**config.mk**
```make
export PLATFORM = sky130hd
export DESIGN_NAME = ws2812_top
export DESIGN_NICKNAME = d
export VERILOG_FILES = /design/src/hw/pixel_pkg.sv /design/src/hw/ws2812_pkg.sv /design/src/hw/pixel_ram_if.sv /design/src/hw/ws2812_top.sv /design/src/hw/ws2812_ctl.sv /design/src/hw/ws2812_bit_enc.sv /design/src/hw/pixel_ram.sv
export SDC_FILE = /design/constraint.sdc
export NUM_CORES = 2
export LEC_CHECK = 0
export CAP_MARGIN = 20
export CELL_PAD_IN_SITES_DETAIL_PLACEMENT = 2
export CELL_PAD_IN_SITES_GLOBAL_PLACEMENT = 2
export CORE_MARGIN = 2
export CORE_UTILIZATION = 50
export DETAILED_ROUTE_END_ITERATION = 10
export DONT_BUFFER_PORTS = 1
export HOLD_SLACK_MARGIN = 0.03
export PLACE_DENSITY_LB_ADDON = 0.1
export SLEW_MARGIN = 10
export SYNTH_ARGS = -nofsm -noshare
export SYNTH_HDL_FRONTEND = slang
export SYNTH_HIERARCHICAL = 1
export SYNTH_SLANG_ARGS = --single-unit
```
**constraint.sdc**
```tcl
create_clock -name clk_in -period 4.5 [get_ports clk_in]
set_input_delay 0.225 -clock clk_in [delete_from_list [all_inputs] [get_ports clk_in]]
set_output_delay 0.225 -clock clk_in [all_outputs]
set_load 0.02 [all_outputs]
```
**src/hw/pixel_pkg.sv**
```systemverilog
// Pixel table geometry and entry field layout, imported by the table, its interface and the controller

package pixel_pkg;

    // Table geometry --------------------
    localparam int ADDR_W = 6;             // Entry address width
    localparam int DEPTH  = 64;            // Number of entries
    localparam int WORD_W = 32;            // Bits per entry
    localparam int LANES  = 4;             // Byte lanes per entry

    // Entry fields --------------------
    // Bits 31..30 of an entry are unused
    localparam int NEXT_LSB = 24;          // Low bit of the next address
    localparam int NEXT_W   = 6;           // Width of the next address
    localparam int COLOR_W  = 24;          // GRB color in the low bits

endpackage

```
**src/hw/ws2812_pkg.sv**
```systemverilog
// WS2812 line timing in clock cycles and the frame controller state type, imported by the LED driver blocks

package ws2812_pkg;

    // Line timing --------------------
    // Counts assume a 10 MHz clock
    localparam int T0H_CYCLES = 4;         // High time of a 0 bit, 0.4 us
    localparam int T1H_CYCLES = 8;         // High time of a 1 bit, 0.8 us
    localparam int BIT_CYCLES = 13;        // Whole bit period, 1.3 us
    localparam int RST_CYCLES = 500;       // Low time after a frame, 50 us

    // Frame format --------------------
    localparam int COLOR_BITS = 24;        // GRB bits per LED, sent MSB first

    // Frame controller states --------------------
    typedef enum logic [1:0] {
        st_idle,                           // Waiting for frame_rdy
        st_read_entry,                     // Fetching one table entry
        st_send_bit,                       // Shifting out the 24 color bits
        st_send_rst                        // Holding the line low after the frame
    } ctl_state_t;

endpackage
```
**src/hw/pixel_ram_if.sv**
```systemverilog
// Write and read signals of the pixel table, shared by the frame controller and the table itself
`timescale 1ns/100ps

interface pixel_ram_if
    import pixel_pkg::*;
();

    logic                    wr_en;        // One-cycle host write strobe
    logic [ADDR_W-1:0]       wr_addr;
    logic [LANES-1:0]        byte_en;      // Lanes that take byte_data
    logic [WORD_W/LANES-1:0] byte_data;
    logic                    rd_en;        // One-cycle read strobe
    logic [ADDR_W-1:0]       rd_addr;
    logic [WORD_W-1:0]       rd_q;         // Valid the cycle after rd_en

    // Side that issues writes and reads
    modport owner (
        output wr_en, wr_addr, byte_en, byte_data,
        output rd_en, rd_addr,
        input  rd_q
    );

    // Side that stores the entries
    modport mem (
        input  wr_en, wr_addr, byte_en, byte_data,
        input  rd_en, rd_addr,
        output rd_q
    );

endinterface

```
**src/hw/ws2812_top.sv**
```systemverilog
// Top level of the WS2812 LED driver: host write port and frame strobe in, one LED data line out
`timescale 1ns/100ps

module ws2812_top
    import pixel_pkg::*;
(
    input  logic                    clk_in,
    input  logic                    rst_n_in,

    // Host table writes
    input  logic                    wr_en,
    input  logic [ADDR_W-1:0]       wr_addr,
    input  logic [LANES-1:0]        byte_en,
    input  logic [WORD_W/LANES-1:0] byte_data,

    input  logic                    frame_rdy,   // Level, sampled while idle
    output logic                    led_dout
);

    logic bit_rdy;
    logic bit_data;
    logic bit_done;

    ws2812_ctl ws2812_ctl_i (
        .clk_in    (clk_in),
        .rst_n_in  (rst_n_in),
        .wr_en     (wr_en),
        .wr_addr   (wr_addr),
        .byte_en   (byte_en),
        .byte_data (byte_data),
        .frame_rdy (frame_rdy),
        .bit_done  (bit_done),
        .bit_rdy   (bit_rdy),
        .bit_data  (bit_data)
    );

    ws2812_bit_enc ws2812_bit_enc_i (
        .clk_in    (clk_in),
        .rst_n_in  (rst_n_in),
        .bit_rdy   (bit_rdy),
        .bit_data  (bit_data),
        .bit_done  (bit_done),
        .led_dout  (led_dout)
    );

endmodule

```
**src/hw/ws2812_ctl.sv**
```systemverilog
// Frame controller in the LED driver top that walks the pixel chain and feeds bits to the encoder
`timescale 1ns/100ps

module ws2812_ctl
    import ws2812_pkg::*, pixel_pkg::*;
(
    input  logic                    clk_in,
    input  logic                    rst_n_in,

    input  logic                    wr_en,
    input  logic [ADDR_W-1:0]       wr_addr,
    input  logic [LANES-1:0]        byte_en,
    input  logic [WORD_W/LANES-1:0] byte_data,

    input  logic                    frame_rdy,
    input  logic                    bit_done,

    output logic                    bit_rdy,
    output logic                    bit_data
);

    typedef logic [$clog2(COLOR_BITS)-1:0] bit_idx_t;
    typedef logic [$clog2(RST_CYCLES)-1:0] rst_cnt_t;

    ctl_state_t        state;
    logic [ADDR_W-1:0] cur_addr;           // Entry being fetched
    bit_idx_t          bit_idx;            // Color bit on the line from 23 down to 0
    rst_cnt_t          rst_cnt;
    logic              rd_valid_q;         // rd_q holds the fetched entry
    logic              bit_busy;           // Encoder is shaping a bit

    logic              rd_lvl;
    logic              rd_lvl_q;
    logic              bit_lvl;
    logic              bit_lvl_q;

    logic [COLOR_W-1:0] color_q;
    logic [NEXT_W-1:0]  next_q;

    pixel_ram_if ram_if ();

    pixel_ram pixel_ram_i (
        .clk_in   (clk_in),
        .rst_n_in (rst_n_in),
        .mem      (ram_if.mem)
    );

    // Host writes go straight to the table
    assign ram_if.wr_en     = wr_en;
    assign ram_if.wr_addr   = wr_addr;
    assign ram_if.byte_en   = byte_en;
    assign ram_if.byte_data = byte_data;

    // Strobes --------------------
    // Rising edges of the two request levels give one-cycle strobes
    assign rd_lvl         = (state == st_read_entry);
    assign bit_lvl        = (state == st_send_bit) && !bit_busy;
    assign ram_if.rd_en   = rd_lvl && !rd_lvl_q;
    assign ram_if.rd_addr = cur_addr;
    assign bit_rdy        = bit_lvl && !bit_lvl_q;
    assign bit_data       = color_q[bit_idx];   // Held while the encoder works

    // FSM --------------------
    always_ff @(posedge clk_in or negedge rst_n_in) begin
        if (!rst_n_in) begin
            state      <= st_idle;
            cur_addr   <= '0;
            bit_idx    <= '0;
            rst_cnt    <= '0;
            rd_valid_q <= 1'b0;
            bit_busy   <= 1'b0;
            rd_lvl_q   <= 1'b0;
            bit_lvl_q  <= 1'b0;
        end else begin
            rd_lvl_q   <= rd_lvl;
            bit_lvl_q  <= bit_lvl;
            rd_valid_q <= ram_if.rd_en;

            if (bit_rdy) begin
                bit_busy <= 1'b1;
            end else if (bit_done) begin
                bit_busy <= 1'b0;
            end

            case (state)
                st_idle: begin
                    if (frame_rdy) begin             // Chain always starts at entry 0
                        cur_addr <= '0;
                        state    <= st_read_entry;
                    end
                end
                st_read_entry: begin
                    if (rd_valid_q) begin
                        bit_idx <= bit_idx_t'(COLOR_BITS - 1);
                        state   <= st_send_bit;
                    end
                end
                st_send_bit: begin
                    if (bit_done) begin
                        if (bit_idx != '0) begin
                            bit_idx <= bit_idx - 1'b1;
                        end else if (next_q == '0) begin
                            rst_cnt <= '0;
                            state   <= st_send_rst;     // Last LED of the chain
                        end else begin
                            cur_addr <= next_q;
                            state    <= st_read_entry;
                        end
                    end
                end
                st_send_rst: begin
                    if (rst_cnt == rst_cnt_t'(RST_CYCLES - 1)) begin
                        state <= st_idle;
                    end else begin
                        rst_cnt <= rst_cnt + 1'b1;
                    end
                end
                default: begin
                    state <= st_idle;
                end
            endcase
        end
    end

    // Fields of the fetched entry
    always_ff @(posedge clk_in) begin
        if ((state == st_read_entry) && rd_valid_q) begin
            color_q <= ram_if.rd_q[COLOR_W-1:0];
            next_q  <= ram_if.rd_q[NEXT_LSB +: NEXT_W];
        end
    end

    // Assertions --------------------
    a_state_legal: assert property (
        @(posedge clk_in) disable iff (!rst_n_in)
        state inside {st_idle, st_read_entry, st_send_bit, st_send_rst}
    ) else $error("ws2812_ctl in illegal state %0d", state);

    // A bit strobe belongs to send_bit and the encoder cannot end the bit it just got
    a_bit_rdy_in_send: assert property (
        @(posedge clk_in) disable iff (!rst_n_in)
        bit_rdy |=> (state == st_send_bit)
    ) else $error("ws2812_ctl left send_bit as a bit started, state %s", state.name());

    a_bit_idx_range: assert property (
        @(posedge clk_in) disable iff (!rst_n_in)
        int'(bit_idx) <= COLOR_BITS - 1
    ) else $error("ws2812_ctl bit index %0d out of range", bit_idx);

endmodule

```
**src/hw/ws2812_bit_enc.sv**
```systemverilog
// Bit encoder of the LED driver: turns one bit strobe into a timed WS2812 high/low pulse on the line
`timescale 1ns/100ps

module ws2812_bit_enc
    import ws2812_pkg::*;
(
    input  logic clk_in,
    input  logic rst_n_in,
    input  logic bit_rdy,
    input  logic bit_data,
    output logic bit_done,
    output logic led_dout
);

    typedef logic [$clog2(BIT_CYCLES)-1:0] per_cnt_t;

    logic     busy_q;                      // A bit period is running
    per_cnt_t cnt_q;                       // Cycle within the period
    logic     bit_q;                       // Value of the bit being sent
    logic     period_end;
    logic     high_end;

    assign period_end = busy_q && (cnt_q == per_cnt_t'(BIT_CYCLES - 1));
    assign bit_done   = period_end;

    // The line drops once the next cycle reaches the high time of the latched bit
    assign high_end = (int'(cnt_q) + 1) >= (bit_q ? T1H_CYCLES : T0H_CYCLES);

    // Period counter --------------------
    always_ff @(posedge clk_in or negedge rst_n_in) begin
        if (!rst_n_in) begin
            busy_q   <= 1'b0;
            cnt_q    <= '0;
            bit_q    <= 1'b0;
            led_dout <= 1'b0;
        end else if (bit_rdy) begin
            busy_q   <= 1'b1;
            cnt_q    <= '0;
            bit_q    <= bit_data;
            led_dout <= 1'b1;              // Line rises the cycle after the strobe
        end else if (busy_q) begin
            led_dout <= led_dout && !high_end;
            if (period_end) begin
                busy_q <= 1'b0;
                cnt_q  <= '0;
            end else begin
                cnt_q <= cnt_q + 1'b1;
            end
        end
    end

    // Assertions --------------------
    // The controller waits for bit_done before it strobes again
    a_no_overlap: assert property (
        @(posedge clk_in) disable iff (!rst_n_in)
        bit_rdy |-> !busy_q
    ) else $error("ws2812_bit_enc got bit_rdy while busy");

endmodule

```
**src/hw/pixel_ram.sv**
```systemverilog
// Pixel table of the LED driver, written one byte lane at a time and read through a registered port
`timescale 1ns/100ps

module pixel_ram
    import pixel_pkg::*;
(
    input logic        clk_in,
    input logic        rst_n_in,
    pixel_ram_if.mem   mem
);

    logic [WORD_W-1:0] entry_q [DEPTH];    // Entry storage, no reset

    // Write port --------------------
    always_ff @(posedge clk_in) begin
        if (mem.wr_en) begin
            for (int i = 0; i < LANES; i++) begin
                if (mem.byte_en[i]) begin
                    entry_q[mem.wr_addr][i*(WORD_W/LANES) +: WORD_W/LANES] <= mem.byte_data;
                end
            end
        end
    end

    // Read port --------------------
    // A write and a read at the same edge give the old word, a later read the new one
    always_ff @(posedge clk_in or negedge rst_n_in) begin
        if (!rst_n_in) begin
            mem.rd_q <= '0;
        end else if (mem.rd_en) begin
            mem.rd_q <= entry_q[mem.rd_addr];
        end
    end

    // Assertions --------------------
    a_rd_addr_known: assert property (
        @(posedge clk_in) disable iff (!rst_n_in)
        mem.rd_en |-> !$isunknown(mem.rd_addr)
    ) else $error("pixel_ram read with unknown address");

endmodule

```
# Yosys cells after proc, flatten, opt, wreduce, memory -nomap -nowiden
# Memory sizes are Yosys's and may differ from the RTL's. A register that Yosys moved wholly into a read port is not among the register bits.
# Index checks and enable logic that the tools add are counted.
[word_totals]
ff_bits = 63
ram_bits = 2048
input_bits = 22
output_inout_bits = 1
elab_cells = 104
n_memories = 1
[memory_table]
columns = ["memory", "depth", "width", "rd", "rd_ports_with_merged_regs", "write_ports", "line", "source"]
rows = [
  ["ws2812_ctl_i.pixel_ram_i.entry_q", 64, 32, 1, 1, 1, "pixel_ram.sv:12", "logic [WORD_W-1:0] entry_q [DEPTH];"],
]
[op_classes]
n_addsub = 4
order_cmp = 2
eq_ne = 14
mux = 46
reduce_logical = 23
[ops]
columns = ["operator", "count"]
rows = [
  ["$mux 9", 4],
  ["$ge 32x32->1", 1],
  ["$mux 6", 4],
  ["$mux 1", 20],
  ["$pmux 9 s2", 1],
  ["$mux 4", 4],
  ["$mux 5", 3],
  ["$reduce_and 5->1", 3],
  ["$ne 2x2->1 const B", 7],
  ["$mux 2", 6],
  ["$pmux 6 s2", 1],
  ["$pmux 5 s2", 1],
  ["$reduce_bool 2->1", 5],
  ["$add 9x1->9 const B", 1],
  ["$eq 9x9->1 const B", 1],
  ["$pmux 2 s4", 1],
  ["$logic_and 1x1->1", 6],
  ["$logic_not 6->1", 1],
  ["$lt 5x6->1 const B", 1],
  ["$add 4x1->5 const B", 1],
  ["$bmux 1 s5", 1],
  ["$logic_not 1->1", 5],
  ["$reduce_bool 5->1", 1],
  ["$sub 5x1->5 const B", 1],
  ["7 further kinds", 9],
]

# Logic depth before layout (Yosys ltp)
[logic_depth]
depth_word = 6
depth_mapped = 9
mapped_depth_nobuf = 8

# Modules after synthesis
# The synthesis kept the hierarchy.
[modules_own_cells]
columns = ["mod", "instances", "cells_each", "area_per_inst_um2", "seq_area_each_um2"]
rows = [
  ["pixel_ram", 1, 4139, 80328.3, 62299.8],
  ["ws2812_ctl", 1, 189, 2483.6, 1551.5],
  ["ws2812_bit_enc", 1, 44, 407.9, 175.2],
]

# Worst setup path before layout
# No wires, ideal clock.
[synth_timing]
path_type = "reg2reg"
start = "reg ws2812_ctl_i.cur_addr[2]"
end = "reg ws2812_ctl_i.pixel_ram_i.mem.rd_q[0], read port of ws2812_ctl_i.pixel_ram_i.entry_q"
setup_ps = 126
arrival_ps = 1988
t_required_ps = 4374
path_slack_ps = 2386
stages_incl_launch_ff = 8
n_path_buf = 3
synth_period_minus_slack_ps = 2114
cell_sequence = "dfrtp_1 > buf_2 > clkbuf_1 > clkbuf_1 > mux4_2 > o21ai_0 > nand4_1 > a221o_1"
[synth_lines]
columns = ["element", "line", "source"]
rows = [
  ["from (decl)", "ws2812_ctl.sv:26", "logic [ADDR_W-1:0] cur_addr;"],
  ["from (signal assigned)", "ws2812_ctl.sv:106", "cur_addr <= next_q;"],
  ["to (decl)", "pixel_ram_if.sv:27", "output rd_q"],
]

==> results.md <==
* CTS Buf Count at 206
* Synth Cell Area at 78400 um2
* RePlAce Congestion at 0.837
* Max_slew headroom at 18.5%
* Clk sinks at 2013
* Chip height at 400 um
* FP Rows at 145
* Post-DR wirelength/cell at 42.3 um
* Post-DR vias/cell at 6.76
* Crit-path most repeated cell: buf_4
* Antenna viol nets, final at 0
* Reg clk slew, reported paths at 70 ps
* Global-route wire length before repair at 382000 um
* Worst Tran Pin Value at 1220 ps
* DR pass1 iterations at 5
* Clk_skew at 34.5 ps
* Status: finished, final reports clean
* Net count of the finished layout at 4261
* Grt ovf at 0
* Top Ports at 23
* Leak at 0.0275 uW
* Largest net degree at the start of global routing at 257
* # Post-CTS Setup Buffers at 0
* Port bufs at 0
* Fin. max-slew vios at 0
* Vias at 43800
* Critical Path AT at 5190 ps
* Setup Viol. Count Final at 0
* Fraction of layout cells with a size suffix above 1 at 16.7%
* P per Cell Area at 599 nW/um2
* Fin crit share at 99.7%
* Slowest CP cell: dfrtp_4
* Core outline area at 156000 um2
* Worst min path class: input port to flip-flop
* Sum Neg Setup Slack at 0 ps
* Clk Latency, worst-skew pair at 840 ps
* CP startpoint kind: flip-flop
* Crit. End Element: flip-flop
* Warnings from Yosys at 6
* Final Non-Filler Cells at 6471
* Die width at 400 um
* Max Cap Violations at 0
* GRT Overall Usage at 34.6%
* Placement Setup Slack at 274 ps
* Crit path kind: flip-flop to flip-flop
* Crit path cell chain: buf_12 > buf_4 > nand4b_1 > buf_4 > o22ai_1 > nor3_1 > nand4_1 > a221o_1
* Minimum clock period after layout at 4490 ps
* CTS tree: yes
* 1st-iter DRT viols at 5743
* Worst Path Buf+Inv at 3
* Setup ws final at 12.1 ps
* Net Count, Synth at 4179
* Final Hold Fails at 0
* Largest delay share family, worst path: simple AND/OR/NAND/NOR gates
* Post-detail-place hpwl at 159000 um
* Initial Utilization at 50.3%
* CP peak stage delay at 780 ps
* Initial antenna violation count at 13
* Area of the die at 160000 um2
* DRC Markers at 0
* Fin util at 56.5%
* Detailed Route WL at 274000 um
* VDD IR max at 0.000468 V
* Clock root buffer: clkbuf_16
* Most frequent cells in the layout: edfxtp_1 (1950), mux2i_1 (423), nor2_1 (298)
* Max Clk Rate at 223 MHz
* Post-Syn Area per Cell at 18.9 um2
* H-tree levels at 4
* Placed cell count at 6051
* Max clock buf depth at 3
* RSZ-0062 raised after global routing: no
* WP data required at 5200 ps
* Syn-to-layout area delta at 12.4%
* Post-synthesis cell count at 4151
* Commonest non-fill, non-tap cell in the layout: edfxtp_1
* Crit-path max FO at 36
* Vias in the first global route at 46400
-- registers in the layout, indices dropped and copies added, names as in the netlist --
| name | flops |
|---|---|
| ws2812_ctl_i/pixel_ram_i/mem.rd_q | 30 |
| ws2812_bit_enc_i/bit_q | 1 |
| ws2812_ctl_i/state | 2 |
| ws2812_bit_enc_i/cnt_q | 4 |
| ws2812_ctl_i/rd_lvl_q | 1 |
| ws2812_ctl_i/color_q | 24 |
| ws2812_ctl_i/next_q | 6 |
| ws2812_ctl_i/rd_valid_q | 1 |
| ws2812_ctl_i/bit_busy | 1 |
| ws2812_bit_enc_i/led_dout | 1 |
| ws2812_ctl_i/pixel_ram_i/entry_q | 1920 |
| ws2812_ctl_i/bit_lvl_q | 1 |
| ws2812_bit_enc_i/busy_q | 1 |
| ws2812_ctl_i/rst_cnt | 9 |
| ws2812_ctl_i/bit_idx | 5 |
| ws2812_ctl_i/cur_addr | 6 |
-- worst paths after layout --
path                            cells after the start                            startpoint  slack (ps)                                                 end
worst max-delay path                                8  ws2812_ctl_i/cur_addr[0]$_DFFE_PN0P_          10   ws2812_ctl_i/pixel_ram_i/mem.rd_q[24]$_DFFE_PN0P_
worst min-delay path                                1                          byte_data[7]          50  ws2812_ctl_i/pixel_ram_i/entry_q[16][15]$_DFFE_PP_
worst max register to register                      8  ws2812_ctl_i/cur_addr[0]$_DFFE_PN0P_          10   ws2812_ctl_i/pixel_ram_i/mem.rd_q[24]$_DFFE_PN0P_
worst min register to register                      1     ws2812_ctl_i/bit_busy$_DFFE_PN0P_         480                    ws2812_ctl_i/bit_lvl_q$_DFF_PN0_
max in group asynchronous                           4                              rst_n_in        3420    ws2812_ctl_i/pixel_ram_i/mem.rd_q[4]$_DFFE_PN0P_
min in group asynchronous                           4                              rst_n_in         530               ws2812_bit_enc_i/led_dout$_DFFE_PN0P_
-- per-layer routing --
metal  GRT usage, %  up-vias  share of wire (%)
met5              0        -              0.023
met4           16.9       10                5.5
met3           5.98      563                7.4
met2           56.2     2347                 49
met1           45.4    23800                 38
li1               -    17000                  -
-- where the power goes --
group	leakage (uW)	switching [uW]	internal, uW
registers	0.0183	723	20900
clock network	0.00323	7720	9660
logic	0.00596	9010	4780
total	0.0275	17400	35300
-- metrics by stage --
step                total power, uW  hold slack, ps  area (um2)
floorplan                     29200           -70.6       78400
global placement              34400           -68.7       80800
detailed placement            34900           -69.1       80900
CTS                           52800            46.8       87800
global route                  53900            66.6       88100
finish                        52800            46.8       88100
-- layout make-up --
class,count,area [um2]
antenna,6,15.0
clock buffer,259,5400
clock inverter,123,1190
fill,12900,67800
inverter,9,33.8
multi-input combinational,1866,17100
sequential,2013,60100
tap,2058,2570
timing repair buffer,137,1670
-- what timing repair did --
item / in CTS / in global routing
hold endpoints to repair: 1989 / 508
endpoints found under the setup margin: 0 / 0
hold buffers: 13 / 7
gates resized for setup: 0 / 0
Power figures use the tool's default switching activity.
